## config.mk

```make
export PLATFORM = sky130hd
export DESIGN_NAME = rtc_top
export DESIGN_NICKNAME = d
export VERILOG_FILES = /design/src/design/rtc_pkg.sv /design/src/design/rtc_if.sv /design/src/design/rtc_tick_gen.sv /design/src/design/rtc_second_seq.sv /design/src/design/rtc_time_counter.sv /design/src/design/rtc_irq_unit.sv /design/src/design/rtc_axil_regs.sv /design/src/design/rtc_top.sv
export SDC_FILE = /design/constraint.sdc
export NUM_CORES = 1
export LEC_CHECK = 0
export BUFFER_PORTS_ARGS = -buffer_cell sky130_fd_sc_hd__buf_2
export CAP_MARGIN = 20
export CELL_PAD_IN_SITES_DETAIL_PLACEMENT = 1
export CELL_PAD_IN_SITES_GLOBAL_PLACEMENT = 1
export CORE_ASPECT_RATIO = 2
export CORE_UTILIZATION = 47
export DETAILED_ROUTE_END_ITERATION = 8
export PLACE_DENSITY_LB_ADDON = 0.1
export SETUP_SLACK_MARGIN = 0.1
export SLEW_MARGIN = 15
export SYNTH_ARGS = -nofsm -noshare
export SYNTH_HDL_FRONTEND = slang
export SYNTH_HIERARCHICAL = 1
export SYNTH_SLANG_ARGS = --single-unit
```

## constraint.sdc

```tcl
create_clock -name clk -period 9.1 [get_ports clk]
set_input_delay 1.365 -clock clk [delete_from_list [all_inputs] [get_ports clk]]
set_output_delay 1.365 -clock clk [all_outputs]
set_load 0.01 [all_outputs]
```

## src/design/rtc_pkg.sv

```systemverilog
// Binary 24-hour time only; tick constants assume an 800 Hz update base and byte-wide registers.
package rtc_pkg;

    // --------------------
    // Tick timing
    localparam logic [31:0] tick_hz          = 32'd800;  // Tick enable rate.
    localparam logic [10:0] ticks_per_second = 11'd800;
    localparam logic [10:0] startup_ticks    = 11'd4;    // First second after reset or SET.

    // --------------------
    // Register map, byte address is index * 4
    localparam logic [5:0] reg_second       = 6'h00;
    localparam logic [5:0] reg_alarm_second = 6'h01;
    localparam logic [5:0] reg_minute       = 6'h02;
    localparam logic [5:0] reg_alarm_minute = 6'h03;
    localparam logic [5:0] reg_hour         = 6'h04;
    localparam logic [5:0] reg_alarm_hour   = 6'h05;
    localparam logic [5:0] reg_status_a     = 6'h0A;
    localparam logic [5:0] reg_control_b    = 6'h0B;
    localparam logic [5:0] reg_status_c     = 6'h0C;
    localparam logic [5:0] reg_status_d     = 6'h0D;

    localparam int axil_addr_w = 8;
    localparam int axil_data_w = 32;

    localparam int bit_set  = 7;  // Control B.
    localparam int bit_aie  = 5;
    localparam int bit_uie  = 4;
    localparam int bit_irqf = 7;  // Status C.
    localparam int bit_af   = 5;
    localparam int bit_uf   = 4;
    localparam int bit_uip  = 7;  // Status A.

    localparam logic [7:0] status_d_value = 8'h80;  // Valid RAM and time.
    localparam logic [1:0] alarm_any      = 2'b11;  // Alarm byte matches anything.

    typedef enum logic [1:0] {sel_second, sel_minute, sel_hour} time_sel_t;

    typedef enum logic [2:0] {
        sec_update_start,
        sec_update_busy,
        sec_second_start,
        sec_second_busy,
        sec_stopped
    } sec_state_t;

endpackage

```

## src/design/rtc_if.sv

```systemverilog
// Control and time bundles between the core blocks; irq_unit is the modport of the irq block.
`timescale 1ns/1ps

interface rtc_ctrl_if import rtc_pkg::*; ();

    logic       freeze;        // SET bit, stops updates.
    logic       aie;
    logic       uie;
    logic [7:0] alarm_second;
    logic [7:0] alarm_minute;
    logic [7:0] alarm_hour;
    logic       time_wr_en;    // Host write strobe.
    time_sel_t  time_wr_sel;
    logic [7:0] time_wr_data;
    logic       flag_clear;    // Status C was read.
    logic       uip;
    logic       uf;
    logic       af;
    logic       irq;

    modport regs (
        output freeze, aie, uie, alarm_second, alarm_minute, alarm_hour,
        output time_wr_en, time_wr_sel, time_wr_data, flag_clear,
        input  uip, uf, af, irq
    );
    modport seq (input freeze, output uip);
    modport counter (input time_wr_en, time_wr_sel, time_wr_data);
    modport irq_unit (
        input  aie, uie, alarm_second, alarm_minute, alarm_hour, flag_clear,
        output uf, af, irq
    );

endinterface

interface rtc_time_if ();

    logic [7:0] second;
    logic [7:0] minute;
    logic [7:0] hour;
    logic       second_done;   // Time just advanced.

    modport counter (output second, minute, hour, second_done);
    modport irq (input second, minute, hour, second_done);
    modport regs (input second, minute, hour);

endinterface

```

## src/design/rtc_tick_gen.sv

```systemverilog
// clk_hz must be at least tick_hz; tick is a one-cycle clock enable with fractional jitter.
`timescale 1ns/1ps

module rtc_tick_gen import rtc_pkg::*; #(
    parameter int unsigned clk_hz = 50_000_000
) (
    input  logic clk,
    input  logic rst_n,
    output logic tick
);

    logic [31:0] acc;  // Phase, always below clk_hz.
    logic [32:0] sum;

    assign sum = {1'b0, acc} + {1'b0, tick_hz};

    always_ff @(posedge clk) begin
        if (!rst_n) begin
            acc  <= '0;
            tick <= 1'b0;
        end else if (sum >= {1'b0, clk_hz}) begin
            acc  <= 32'(sum - {1'b0, clk_hz});  // Keep the remainder.
            tick <= 1'b1;
        end else begin
            acc  <= sum[31:0];
            tick <= 1'b0;
        end
    end

endmodule

```

## src/design/rtc_second_seq.sv

```systemverilog
// Assumes at least two clk cycles per tick; SET holds the sequencer in stopped.
`timescale 1ns/1ps

module rtc_second_seq import rtc_pkg::*; (
    input  logic    clk,
    input  logic    rst_n,
    input  logic    tick,
    rtc_ctrl_if.seq ctrl,
    output logic    second_start
);

    sec_state_t  state;
    logic [10:0] countdown;  // Ticks left in the current second.
    logic        expire;

    assign expire = tick && (countdown == 11'd0);

    always_ff @(posedge clk) begin
        if (!rst_n) begin
            countdown <= startup_ticks;
        end else if (ctrl.freeze) begin
            countdown <= startup_ticks;  // Restart a short first second.
        end else if (tick) begin
            countdown <= (countdown == 11'd0) ? ticks_per_second - 11'd1 : countdown - 11'd1;
        end
    end

    // --------------------
    // Once-per-second cycle
    always_ff @(posedge clk) begin
        if (!rst_n) begin
            state <= sec_update_start;
        end else if (ctrl.freeze) begin
            state <= sec_stopped;
        end else begin
            case (state)
                sec_stopped:      state <= sec_update_start;
                sec_update_start: state <= expire ? sec_second_start : sec_update_busy;
                sec_update_busy:  if (expire) state <= sec_second_start;
                sec_second_start: state <= sec_second_busy;
                sec_second_busy:  if (countdown == 11'd1) state <= sec_update_start;
                default:          state <= sec_stopped;
            endcase
        end
    end

    assign second_start = (state == sec_second_start);

    // UIP covers the window around the time register update.
    assign ctrl.uip = (state == sec_update_start) || (state == sec_update_busy) ||
                      (state == sec_second_start);

endmodule

```

## src/design/rtc_time_counter.sv

```systemverilog
// Binary 24-hour time only; out-of-range host values roll to zero on the next update.
`timescale 1ns/1ps

module rtc_time_counter import rtc_pkg::*; (
    input  logic        clk,
    input  logic        rst_n,
    input  logic        second_start,
    rtc_ctrl_if.counter ctrl,
    rtc_time_if.counter tm
);

    logic sec_wrap;
    logic min_wrap;
    logic hour_wrap;

    assign sec_wrap  = tm.second >= 8'd59;
    assign min_wrap  = tm.minute >= 8'd59;
    assign hour_wrap = tm.hour >= 8'd23;

    always_ff @(posedge clk) begin
        if (!rst_n) begin
            tm.second      <= '0;
            tm.minute      <= '0;
            tm.hour        <= '0;
            tm.second_done <= 1'b0;
        end else begin
            tm.second_done <= second_start && !ctrl.time_wr_en;  // No pulse if the host won.

            if (ctrl.time_wr_en) begin
                case (ctrl.time_wr_sel)
                    sel_second: tm.second <= ctrl.time_wr_data;
                    sel_minute: tm.minute <= ctrl.time_wr_data;
                    sel_hour:   tm.hour   <= ctrl.time_wr_data;
                    default:    ;
                endcase
            end else if (second_start) begin
                tm.second <= sec_wrap ? 8'd0 : tm.second + 8'd1;
                if (sec_wrap) begin
                    tm.minute <= min_wrap ? 8'd0 : tm.minute + 8'd1;  // Carry into minutes.
                    if (min_wrap) begin
                        tm.hour <= hour_wrap ? 8'd0 : tm.hour + 8'd1;
                    end
                end
            end
        end
    end

endmodule

```

## src/design/rtc_irq_unit.sv

```systemverilog
// Alarm is checked once per update against the new time; a flag set wins over a clear.
`timescale 1ns/1ps

module rtc_irq_unit import rtc_pkg::*; (
    input  logic         clk,
    input  logic         rst_n,
    rtc_ctrl_if.irq_unit ctrl,
    rtc_time_if.irq      tm
);

    logic sec_match;
    logic min_match;
    logic hour_match;
    logic alarm_hit;

    assign sec_match  = (ctrl.alarm_second[7:6] == alarm_any) || (ctrl.alarm_second == tm.second);
    assign min_match  = (ctrl.alarm_minute[7:6] == alarm_any) || (ctrl.alarm_minute == tm.minute);
    assign hour_match = (ctrl.alarm_hour[7:6] == alarm_any) || (ctrl.alarm_hour == tm.hour);
    assign alarm_hit  = tm.second_done && sec_match && min_match && hour_match;

    // --------------------
    // Flags and request
    always_ff @(posedge clk) begin
        if (!rst_n) begin
            ctrl.uf  <= 1'b0;
            ctrl.af  <= 1'b0;
            ctrl.irq <= 1'b0;
        end else begin
            ctrl.uf  <= (ctrl.uf && !ctrl.flag_clear) || tm.second_done;
            ctrl.af  <= (ctrl.af && !ctrl.flag_clear) || alarm_hit;
            // Follows the flags one cycle later.
            ctrl.irq <= !ctrl.flag_clear &&
                        ((ctrl.aie && ctrl.af) || (ctrl.uie && ctrl.uf));
        end
    end

endmodule

```

## src/design/rtc_axil_regs.sv

```systemverilog
// Single outstanding AXI4-Lite access per channel; only byte lane 0 carries register data.
`timescale 1ns/1ps

module rtc_axil_regs import rtc_pkg::*; (
    input  logic                     clk,
    input  logic                     rst_n,
    input  logic [axil_addr_w-1:0]   awaddr,
    input  logic                     awvalid,
    output logic                     awready,
    input  logic [axil_data_w-1:0]   wdata,
    input  logic [axil_data_w/8-1:0] wstrb,
    input  logic                     wvalid,
    output logic                     wready,
    output logic [1:0]               bresp,
    output logic                     bvalid,
    input  logic                     bready,
    input  logic [axil_addr_w-1:0]   araddr,
    input  logic                     arvalid,
    output logic                     arready,
    output logic [axil_data_w-1:0]   rdata,
    output logic [1:0]               rresp,
    output logic                     rvalid,
    input  logic                     rready,
    rtc_ctrl_if.regs                 ctrl,
    rtc_time_if.regs                 tm
);

    logic [5:0] wr_idx;
    logic [5:0] rd_idx;
    logic       wr_fire;
    logic       wr_byte;
    logic       rd_fire;
    logic [7:0] rd_byte;

    assign wr_idx  = awaddr[axil_addr_w-1:2];
    assign rd_idx  = araddr[axil_addr_w-1:2];
    assign wr_fire = awready && awvalid && wvalid;
    assign wr_byte = wr_fire && wstrb[0];
    assign rd_fire = arready && arvalid;

    assign wready = awready;  // Address and data accepted together.
    assign bresp  = 2'b00;    // OKAY.
    assign rresp  = 2'b00;

    // --------------------
    // Write channel
    always_ff @(posedge clk) begin
        if (!rst_n) begin
            awready <= 1'b0;
            bvalid  <= 1'b0;
        end else begin
            awready <= awvalid && wvalid && !bvalid && !awready;  // One-cycle pulse.
            if (wr_fire) begin
                bvalid <= 1'b1;
            end else if (bready) begin
                bvalid <= 1'b0;
            end
        end
    end

    always_ff @(posedge clk) begin
        if (!rst_n) begin
            ctrl.freeze       <= 1'b0;
            ctrl.aie          <= 1'b0;
            ctrl.uie          <= 1'b0;
            ctrl.alarm_second <= '0;
            ctrl.alarm_minute <= '0;
            ctrl.alarm_hour   <= '0;
        end else if (wr_byte) begin
            case (wr_idx)
                reg_alarm_second: ctrl.alarm_second <= wdata[7:0];
                reg_alarm_minute: ctrl.alarm_minute <= wdata[7:0];
                reg_alarm_hour:   ctrl.alarm_hour   <= wdata[7:0];
                reg_control_b: begin
                    ctrl.freeze <= wdata[bit_set];
                    ctrl.aie    <= wdata[bit_aie];
                    ctrl.uie    <= wdata[bit_uie] && !wdata[bit_set];  // SET masks UIE.
                end
                default: ;
            endcase
        end
    end

    // Time writes go straight to the counter in the accept cycle.
    always_comb begin
        ctrl.time_wr_en  = 1'b0;
        ctrl.time_wr_sel = sel_second;
        case (wr_idx)
            reg_second: ctrl.time_wr_en = wr_byte;
            reg_minute: begin
                ctrl.time_wr_en  = wr_byte;
                ctrl.time_wr_sel = sel_minute;
            end
            reg_hour: begin
                ctrl.time_wr_en  = wr_byte;
                ctrl.time_wr_sel = sel_hour;
            end
            default: ;
        endcase
    end

    assign ctrl.time_wr_data = wdata[7:0];

    // --------------------
    // Read channel
    always_comb begin
        rd_byte = 8'd0;  // Unmapped reads as zero.
        case (rd_idx)
            reg_second:       rd_byte = tm.second;
            reg_alarm_second: rd_byte = ctrl.alarm_second;
            reg_minute:       rd_byte = tm.minute;
            reg_alarm_minute: rd_byte = ctrl.alarm_minute;
            reg_hour:         rd_byte = tm.hour;
            reg_alarm_hour:   rd_byte = ctrl.alarm_hour;
            reg_status_a:     rd_byte[bit_uip] = ctrl.uip;
            reg_control_b: begin
                rd_byte[bit_set] = ctrl.freeze;
                rd_byte[bit_aie] = ctrl.aie;
                rd_byte[bit_uie] = ctrl.uie;
            end
            reg_status_c: begin
                rd_byte[bit_irqf] = ctrl.irq;
                rd_byte[bit_af]   = ctrl.af;
                rd_byte[bit_uf]   = ctrl.uf;
            end
            reg_status_d:     rd_byte = status_d_value;
            default:          ;
        endcase
    end

    always_ff @(posedge clk) begin
        if (!rst_n) begin
            arready <= 1'b0;
            rvalid  <= 1'b0;
        end else begin
            arready <= arvalid && !rvalid && !arready;
            if (rd_fire) begin
                rvalid <= 1'b1;
            end else if (rready) begin
                rvalid <= 1'b0;
            end
        end
    end

    always_ff @(posedge clk) begin
        if (rd_fire) begin
            rdata <= {{(axil_data_w - 8){1'b0}}, rd_byte};  // Held until rready.
        end
    end

    assign ctrl.flag_clear = rd_fire && (rd_idx == reg_status_c);  // Clear-on-read.

endmodule

```

## src/design/rtc_top.sv

```systemverilog
// clk_hz is fixed at build time and must be at least 1600 so that a tick spans two cycles.
`timescale 1ns/1ps

module rtc_top import rtc_pkg::*; #(
    parameter int unsigned clk_hz = 50_000_000
) (
    input  logic                     clk,
    input  logic                     rst_n,
    input  logic [axil_addr_w-1:0]   awaddr,
    input  logic                     awvalid,
    output logic                     awready,
    input  logic [axil_data_w-1:0]   wdata,
    input  logic [axil_data_w/8-1:0] wstrb,
    input  logic                     wvalid,
    output logic                     wready,
    output logic [1:0]               bresp,
    output logic                     bvalid,
    input  logic                     bready,
    input  logic [axil_addr_w-1:0]   araddr,
    input  logic                     arvalid,
    output logic                     arready,
    output logic [axil_data_w-1:0]   rdata,
    output logic [1:0]               rresp,
    output logic                     rvalid,
    input  logic                     rready,
    output logic                     irq
);

    logic tick;
    logic second_start;

    rtc_ctrl_if u_ctrl_if ();
    rtc_time_if u_time_if ();

    rtc_tick_gen #(.clk_hz(clk_hz)) u_tick_gen (
        .clk  (clk),
        .rst_n(rst_n),
        .tick (tick)
    );

    rtc_second_seq u_second_seq (
        .clk         (clk),
        .rst_n       (rst_n),
        .tick        (tick),
        .ctrl        (u_ctrl_if.seq),
        .second_start(second_start)
    );

    rtc_time_counter u_time_counter (
        .clk         (clk),
        .rst_n       (rst_n),
        .second_start(second_start),
        .ctrl        (u_ctrl_if.counter),
        .tm          (u_time_if.counter)
    );

    rtc_irq_unit u_irq_unit (
        .clk  (clk),
        .rst_n(rst_n),
        .ctrl (u_ctrl_if.irq_unit),
        .tm   (u_time_if.irq)
    );

    rtc_axil_regs u_axil_regs (
        .clk    (clk),
        .rst_n  (rst_n),
        .awaddr (awaddr),
        .awvalid(awvalid),
        .awready(awready),
        .wdata  (wdata),
        .wstrb  (wstrb),
        .wvalid (wvalid),
        .wready (wready),
        .bresp  (bresp),
        .bvalid (bvalid),
        .bready (bready),
        .araddr (araddr),
        .arvalid(arvalid),
        .arready(arready),
        .rdata  (rdata),
        .rresp  (rresp),
        .rvalid (rvalid),
        .rready (rready),
        .ctrl   (u_ctrl_if.regs),
        .tm     (u_time_if.regs)
    );

    assign irq = u_ctrl_if.irq;

endmodule

```

==> results.cfg, run 1 <==
[status]
status = finished, final reports clean

[cells_and_area]
final_common_cell = dfxtp_1
fill_cells = 1816
layout.nets = 866
final_cell_mix = 101 x dfxtp_1, 72 x nand2_1, 48 x nand3_1, 41 x buf_2, 37 x nor2_1
diodes = 0
layout-drive-gt1-share = 0.1669
syn2layout_area_growth_pct = 5.220

[clocking]
clkLatencyLatePin_ps = 360
clk_pin_slew_worst_paths_ps = 70
htree_levels = 3
cts_buffers = 9
ctsHoldBuffers = 0
cts_setup_buffers = 0
cts_sinks = 109
clock_path_buffers = 2
cts_resized = 0
cts_tree = done
cts_root_buffer = clkbuf_16

[power_and_ir_drop]
power_leakage_nw = 2.890
switching_share = 0.3775
clkPwrFrac = 0.270
seqPwrFrac = 0.397
intPower_w = 0.0009836
power_density_nw_per_um2 = 211.7
peakVddDrop_uv = 103.8
p_sw_w = 0.0005964
combinationalPowerShare = 0.333

[synth]
synth_top_family_by_area = simple AND/OR/NAND/NOR gates
synth.area.mux_share = 0.05220
synthArstFlopShare = 0
ys_seq_area_frac = 0.3189
ys.warnings.count = 6
synth_cells = 792
yosys.area.top_type_share = 0.2850
yosysTopAreaCell = dfxtp_1
avgSynthCellArea_sq_um = 8.957
syn_area_sq_um = 7094
synth-compound-area-share = 0.2101
synth_edf_count = 8
synthFlopType = dfxtp_1
synth_seq_cells = 109
synth.area.top_cells = dfxtp_1 29%, xor2_1 4.3%, buf_4 4.1%, nand2_1 3.8%, nand3_1 3.4%
yosys.area_share.simple = 0.2519
synth.distinct_cells = 106
synthAdderAreaFrac = 0.01587
synth_xor_area_frac = 0.06790

[timing]
hold_viol = 0
worstMarginPinSlew_ps = 1149
fin_tns_setup_ps = 0
drv_slew = 0
finalCritPeriodShare = 0.3987
period_minus_slack_ps = 3628
max_freq_mhz = 275.6
slew-limit-headroom = 0.2281
fin_ws_ps = 5472
setup_viol = 0
clock_skew_ps = 9.964
rsz0062_at_grt = false

[worst_hold_path]
hold_start = u_axil_regs/bvalid$_SDFFE_PN0P_
hp-class = reg -> reg

[routing]
vias_per_cell = 6.133
ant_nets = 0
drt_wl_total_mm = 20.65
route.detailed.drc = 0
wl_per_cell_um = 20.69
drt_iter0_markers = 209
dr.pass1.iters = 4
vias = 6121

[global_route]
grt_max_degree = 76
use_met1 = 0.2546
use_met3 = 0.03571
grt_busiest_layer = met2
grt_overflow = 0
grt_pass1_vias = 6463
antenna_found_initial = 0
grt_pass1_wl_mm = 32.57
met2_usage = 0.5362
track_usage = 0.2764

[place]
hpwlAfterDp_mm = 16.03
dp_slack_ps = 5167
gp_congestion = 0.9211
portBuffers = 41

[setup_path]
cp_max_fo = 9
crit_chain = ha_1 > a211oi_2 > nor4_1 > a211oi_1 > nor3b_2 > a31oi_2 > o41ai_4 > o31a_1 > or3b_1 > a21oi_2
crit_arrival_ps = 3900
crit_path_max_incr_delay_ps = 600
cp.required_ps = 9370
critPathCaptureType = flip-flop
critical_path.startpoint_type = flip-flop
critPathBufInv = 0
slowest_stage = a211oi_1
rr_startpoint = u_tick_gen/acc[5]$_SDFF_PN0_
crit_path_start = u_tick_gen/acc[5]$_SDFF_PN0_
cp_top_family = compound AO/OA/AOI/OAI gates
critPathKind = reg -> reg

[die]
dieHeight_um = 175.8
die-area_sq_um = 15620
coreArea_sq_um = 14820
io_pins = 101
fp.dieW_um = 88.88
start_util = 0.4787
std_cell_rows = 63

[job]
drv_cap = 0
==> cell type report <==
cell class                      count  area [sq um]  area share
Clock inverter                      7         90.09     0.01207
Inverter                           17         63.81    0.008548
Sequential cell                   109          2262      0.3031
Clock buffer                        9         225.2     0.03017
Tap cell                          195         244.0     0.03269
Multi-Input combinational cell    617          4352      0.5830
Timing Repair Buffer               44         227.7     0.03051
==> kinds of logic (layout without fill, tap and decap cells) <==
kind of cell    Yosys count  after routing
buf+inv                  93             77
mux                      28             28
fa+ha+maj                 9              9
other cells               1             28
xor+xnor                 55             55
simple gates            309            309
flops                   109            109
compound gates          188            188
==> layer usage <==
layer,vias up,wire length (um)
met5,-,0
met4,0,1174
met3,60,456
met2,120,11890
met1,3051,7132
li1,2890,-
==> stage by stage <==
step / std cells / area, sq um / power, W / util / hold WS, ps
after floorplan: 819 / 7196 / 0.001035 / - / 440.3
after global placement: 982 / 7149 / 0.001129 / 0.4824 / 426.7
after detailed placement: 982 / 7149 / 0.001160 / 0.4824 / 435.1
after CTS: 998 / 7465 / 0.001591 / 0.5037 / 445.8
after global routing: 998 / 7465 / 0.001671 / 0.5037 / 457.9
final: 998 / 7465 / 0.001580 / 0.5037 / 444.2
==> synth_stat cells (5+ instances only) <==
library cell / count
xnor2_1: 20
inv_1: 16
mux4_2: 7
a211oi_1: 9
buf_4: 39
o21ai_2: 9
clkbuf_1: 13
nor2b_1: 12
xor2_1: 35
o31a_1: 7
o21ai_0: 16
buf_2: 13
edfxtp_1: 8
o21a_1: 13
and2_1: 9
nand3_1: 48
ha_1: 9
nor4_1: 16
a31oi_1: 5
a21o_1: 8
dfxtp_1: 101
nor2_1: 37
and3_1: 6
nand4_1: 6
a221o_1: 7
or3_1: 5
a22oi_1: 7
a21boi_0: 6
nand2b_1: 8
a21oi_1: 33
o31ai_1: 8
nor3b_1: 6
nand2_1: 72
mux2i_1: 19
o211ai_1: 5
nor3_1: 29
buf_6: 5
==> final timing paths <==
check,endpoint,slack (ps),cells past startpoint
worst min-delay path,u_axil_regs/awready$_SDFF_PN0_,440,1
worst max register to register,u_tick_gen/acc[28]$_SDFF_PN0_,5470,10
worst min register to register,u_axil_regs/awready$_SDFF_PN0_,440,1
worst max-delay path,u_tick_gen/acc[28]$_SDFF_PN0_,5470,10
==> power by group through the flow <==
stage | combinational [W] | clock, W | sequential, W
6_report | 0.000526 | 0.000427 | 0.000628
5_1_grt | 0.000578 | 0.000455 | 0.000638
4_1_cts | 0.000527 | 0.000438 | 0.000626
3_5_place_dp | 0.000523 | 0 | 0.000637
3_3_place_gp | 0.000499 | 0 | 0.000630
2_1_floorplan | 0.000441 | 0 | 0.000594
==> state kept, by name, summed over array words and instances (netlist names), 3 cells and up <==
name,flops
u_second_seq/state,3
u_time_counter/tm.second,8
u_time_counter/tm.minute,8
u_axil_regs/ctrl.alarm_minute,8
u_axil_regs/rdata,8
u_axil_regs/ctrl.alarm_hour,8
u_tick_gen/acc,27
u_time_counter/tm.hour,8
u_second_seq/countdown,11
u_axil_regs/ctrl.alarm_second,8
Note: power is estimated with default switching activity, not from simulation.
==> run 2: changes to the inputs <==
--- a/config.mk
+++ b/config.mk
@@ -10,7 +10,7 @@
 export CELL_PAD_IN_SITES_DETAIL_PLACEMENT = 1
 export CELL_PAD_IN_SITES_GLOBAL_PLACEMENT = 1
 export CORE_ASPECT_RATIO = 2
-export CORE_UTILIZATION = 47
+export CORE_UTILIZATION = 44
 export DETAILED_ROUTE_END_ITERATION = 8
 export PLACE_DENSITY_LB_ADDON = 0.1
 export SETUP_SLACK_MARGIN = 0.1
==> constraint.sdc (replaced) <==
create_clock -name clk -period 3.5 [get_ports clk]
set_input_delay 0.525 -clock clk [delete_from_list [all_inputs] [get_ports clk]]
set_output_delay 0.525 -clock clk [all_outputs]
set_load 0.01 [all_outputs]
==> run 2 against run 1 <==
  * Power grew to 2.6 times the previous value
  * Combinational power grew to 2.9 times the previous value
  * Register-to-register slack got worse by 5200 ps
  * Design area is 3.0% higher
  * Clock power is 140% higher
  * Final cell count increased by 3.0%
  * Global-route usage shrank 1.6 points
  * Die area grew 6.7%
  * Highest routed layer unchanged
==> results.cfg, run 2 (same netlist as run 1, synthesis figures left out) <==
[status]
status = finished, final reports clean

[clocking]
cts_tree = done
clock_path_buffers = 2
clk_pin_slew_worst_paths_ps = 80
clkLatencyLatePin_ps = 360
cts_setup_buffers = 0
cts_root_buffer = clkbuf_16
htree_levels = 3
cts_buffers = 9
cts_sinks = 109

[place]
hpwlAfterDp_mm = 16.64
dp_slack_ps = 10.84
gp_congestion = 0.9023
portBuffers = 41

[timing]
period_minus_slack_ps = 3242
fin_tns_setup_ps = 0
clock_skew_ps = 7.630
finalCritPeriodShare = 0.9263
fin_ws_ps = 258.1
worstMarginPinSlew_ps = 925.4
drv_slew = 0
setup_viol = 0
whs_ps = 436.0
max_freq_mhz = 308.5
slew-limit-headroom = 0.3792
hold_viol = 0
rsz0062_at_grt = true

[worst_hold_path]
hp-class = in -> reg

[cells_and_area]
final_common_cell = dfxtp_1
layout-drive-gt1-share = 0.1983
ff_latch_area_sq_um = 2262
top_register = u_tick_gen/acc
final_cell_mix = 101 x dfxtp_1, 72 x nand2_1, 48 x nand3_1, 41 x buf_2, 36 x nor2_1
finish.utilization = 0.4872
top_regs = u_tick_gen/acc: 27 flops, u_second_seq/countdown: 11 flops
syn2layout_area_growth_pct = 8.360
largest_reg_flops = 27
fill_cells = 1887
diodes = 0
layout.nets = 891
multiInputGateArea_sq_um = 4398

[die]
start_util = 0.4496
fp.dieW_um = 91.79
dieHeight_um = 181.6
die-area_sq_um = 16670
coreArea_sq_um = 15780
std_cell_rows = 65
io_pins = 101

[routing]
drt_wl_total_mm = 21.10
route.detailed.drc = 0
ant_nets = 0
vias = 6173
drt_iter0_markers = 174
vias_per_cell = 6.005
dr.pass1.iters = 4
wl_per_cell_um = 20.52

[setup_path]
cp_max_fo = 10
cp_top_family = simple AND/OR/NAND/NOR gates
cp.required_ps = 3770
critPathKind = reg -> reg
critPathCaptureType = flip-flop
crit_arrival_ps = 3520
slowest_stage = dfxtp_1
crit_chain = ha_2 > a211o_2 > nand2_4 > nor4_1 > o22ai_2 > nor2_2 > a31oi_2 > o31a_1 > or3b_1 > a21oi_2
crit_path_max_incr_delay_ps = 470
critPathBufInv = 0
critical_path.startpoint_type = flip-flop

[power_and_ir_drop]
power_density_nw_per_um2 = 541.0
peakVddDrop_uv = 268.5
power_leakage_nw = 3.008

[global_route]
track_usage = 0.2609
grt_pass1_vias = 6510
antenna_found_initial = 0
grt_max_degree = 75
grt_pass1_wl_mm = 33.53
grt_overflow = 0

[job]
drv_cap = 0
[run 2: per-stage QoR]
stage                     cell area, sq um  total power (W)  instances
after CTS                             7657         0.004184       1028
after global routing                  7687         0.004432       1028
final                                 7687         0.004159       1028
after floorplan                       7196         0.002690        819
after detailed placement              7357         0.003136       1013
after global placement                7357         0.003068       1013
[run 2: final cells by class]
| class | instances | area share |
|---|---|---|
| Tap cell | 201 | 0.03271 |
| Timing Repair Buffer | 69 | 0.05566 |
| Clock inverter | 4 | 0.003906 |
| Multi-Input combinational cell | 617 | 0.5721 |
| Inverter | 17 | 0.008301 |
| Clock buffer | 11 | 0.03304 |
| Sequential cell | 109 | 0.2943 |
[run 2: final timing paths]
check | from | end | slack, ps | cells past startpoint
worst max register to register | u_tick_gen/acc[6]$_SDFF_PN0_ | u_tick_gen/acc[28]$_SDFF_PN0_ | 260 | 10
worst max-delay path | u_tick_gen/acc[6]$_SDFF_PN0_ | u_tick_gen/acc[28]$_SDFF_PN0_ | 260 | 10
worst min-delay path | awvalid | u_axil_regs/awready$_SDFF_PN0_ | 440 | 3
worst min register to register | u_axil_regs/bvalid$_SDFFE_PN0P_ | u_axil_regs/awready$_SDFF_PN0_ | 460 | 1
[run 2: routing by layer]
layer,vias to the layer above,GRT usage,share of wire
met3,66,0.03224,0.022
met1,3051,0.2367,0.34
met5,-,0,0
li1,2924,-,-
met2,132,0.5230,0.58
met4,0,0.1681,0.063
[run 2: report_power, final]
group | total (W) | switching, W | internal, W | leakage, nW
clock | 0.00101 | 0.000489 | 0.000526 | 0.134
combinational | 0.00153 | 0.000866 | 0.000660 | 1.98
sequential | 0.00162 | 0.000217 | 0.00140 | 0.895
[run 2: timing repair]
item                                    in CTS  in global routing
gates resized for setup                      3                  6
endpoints found under the setup margin       4                 12
hold buffers                                 0                  0
[run 2: worst min-delay path: cells and delay by family]
kind,cells,cell delay (ps)
buffers and inverters,1,110
AND/OR/NAND/NOR,2,120
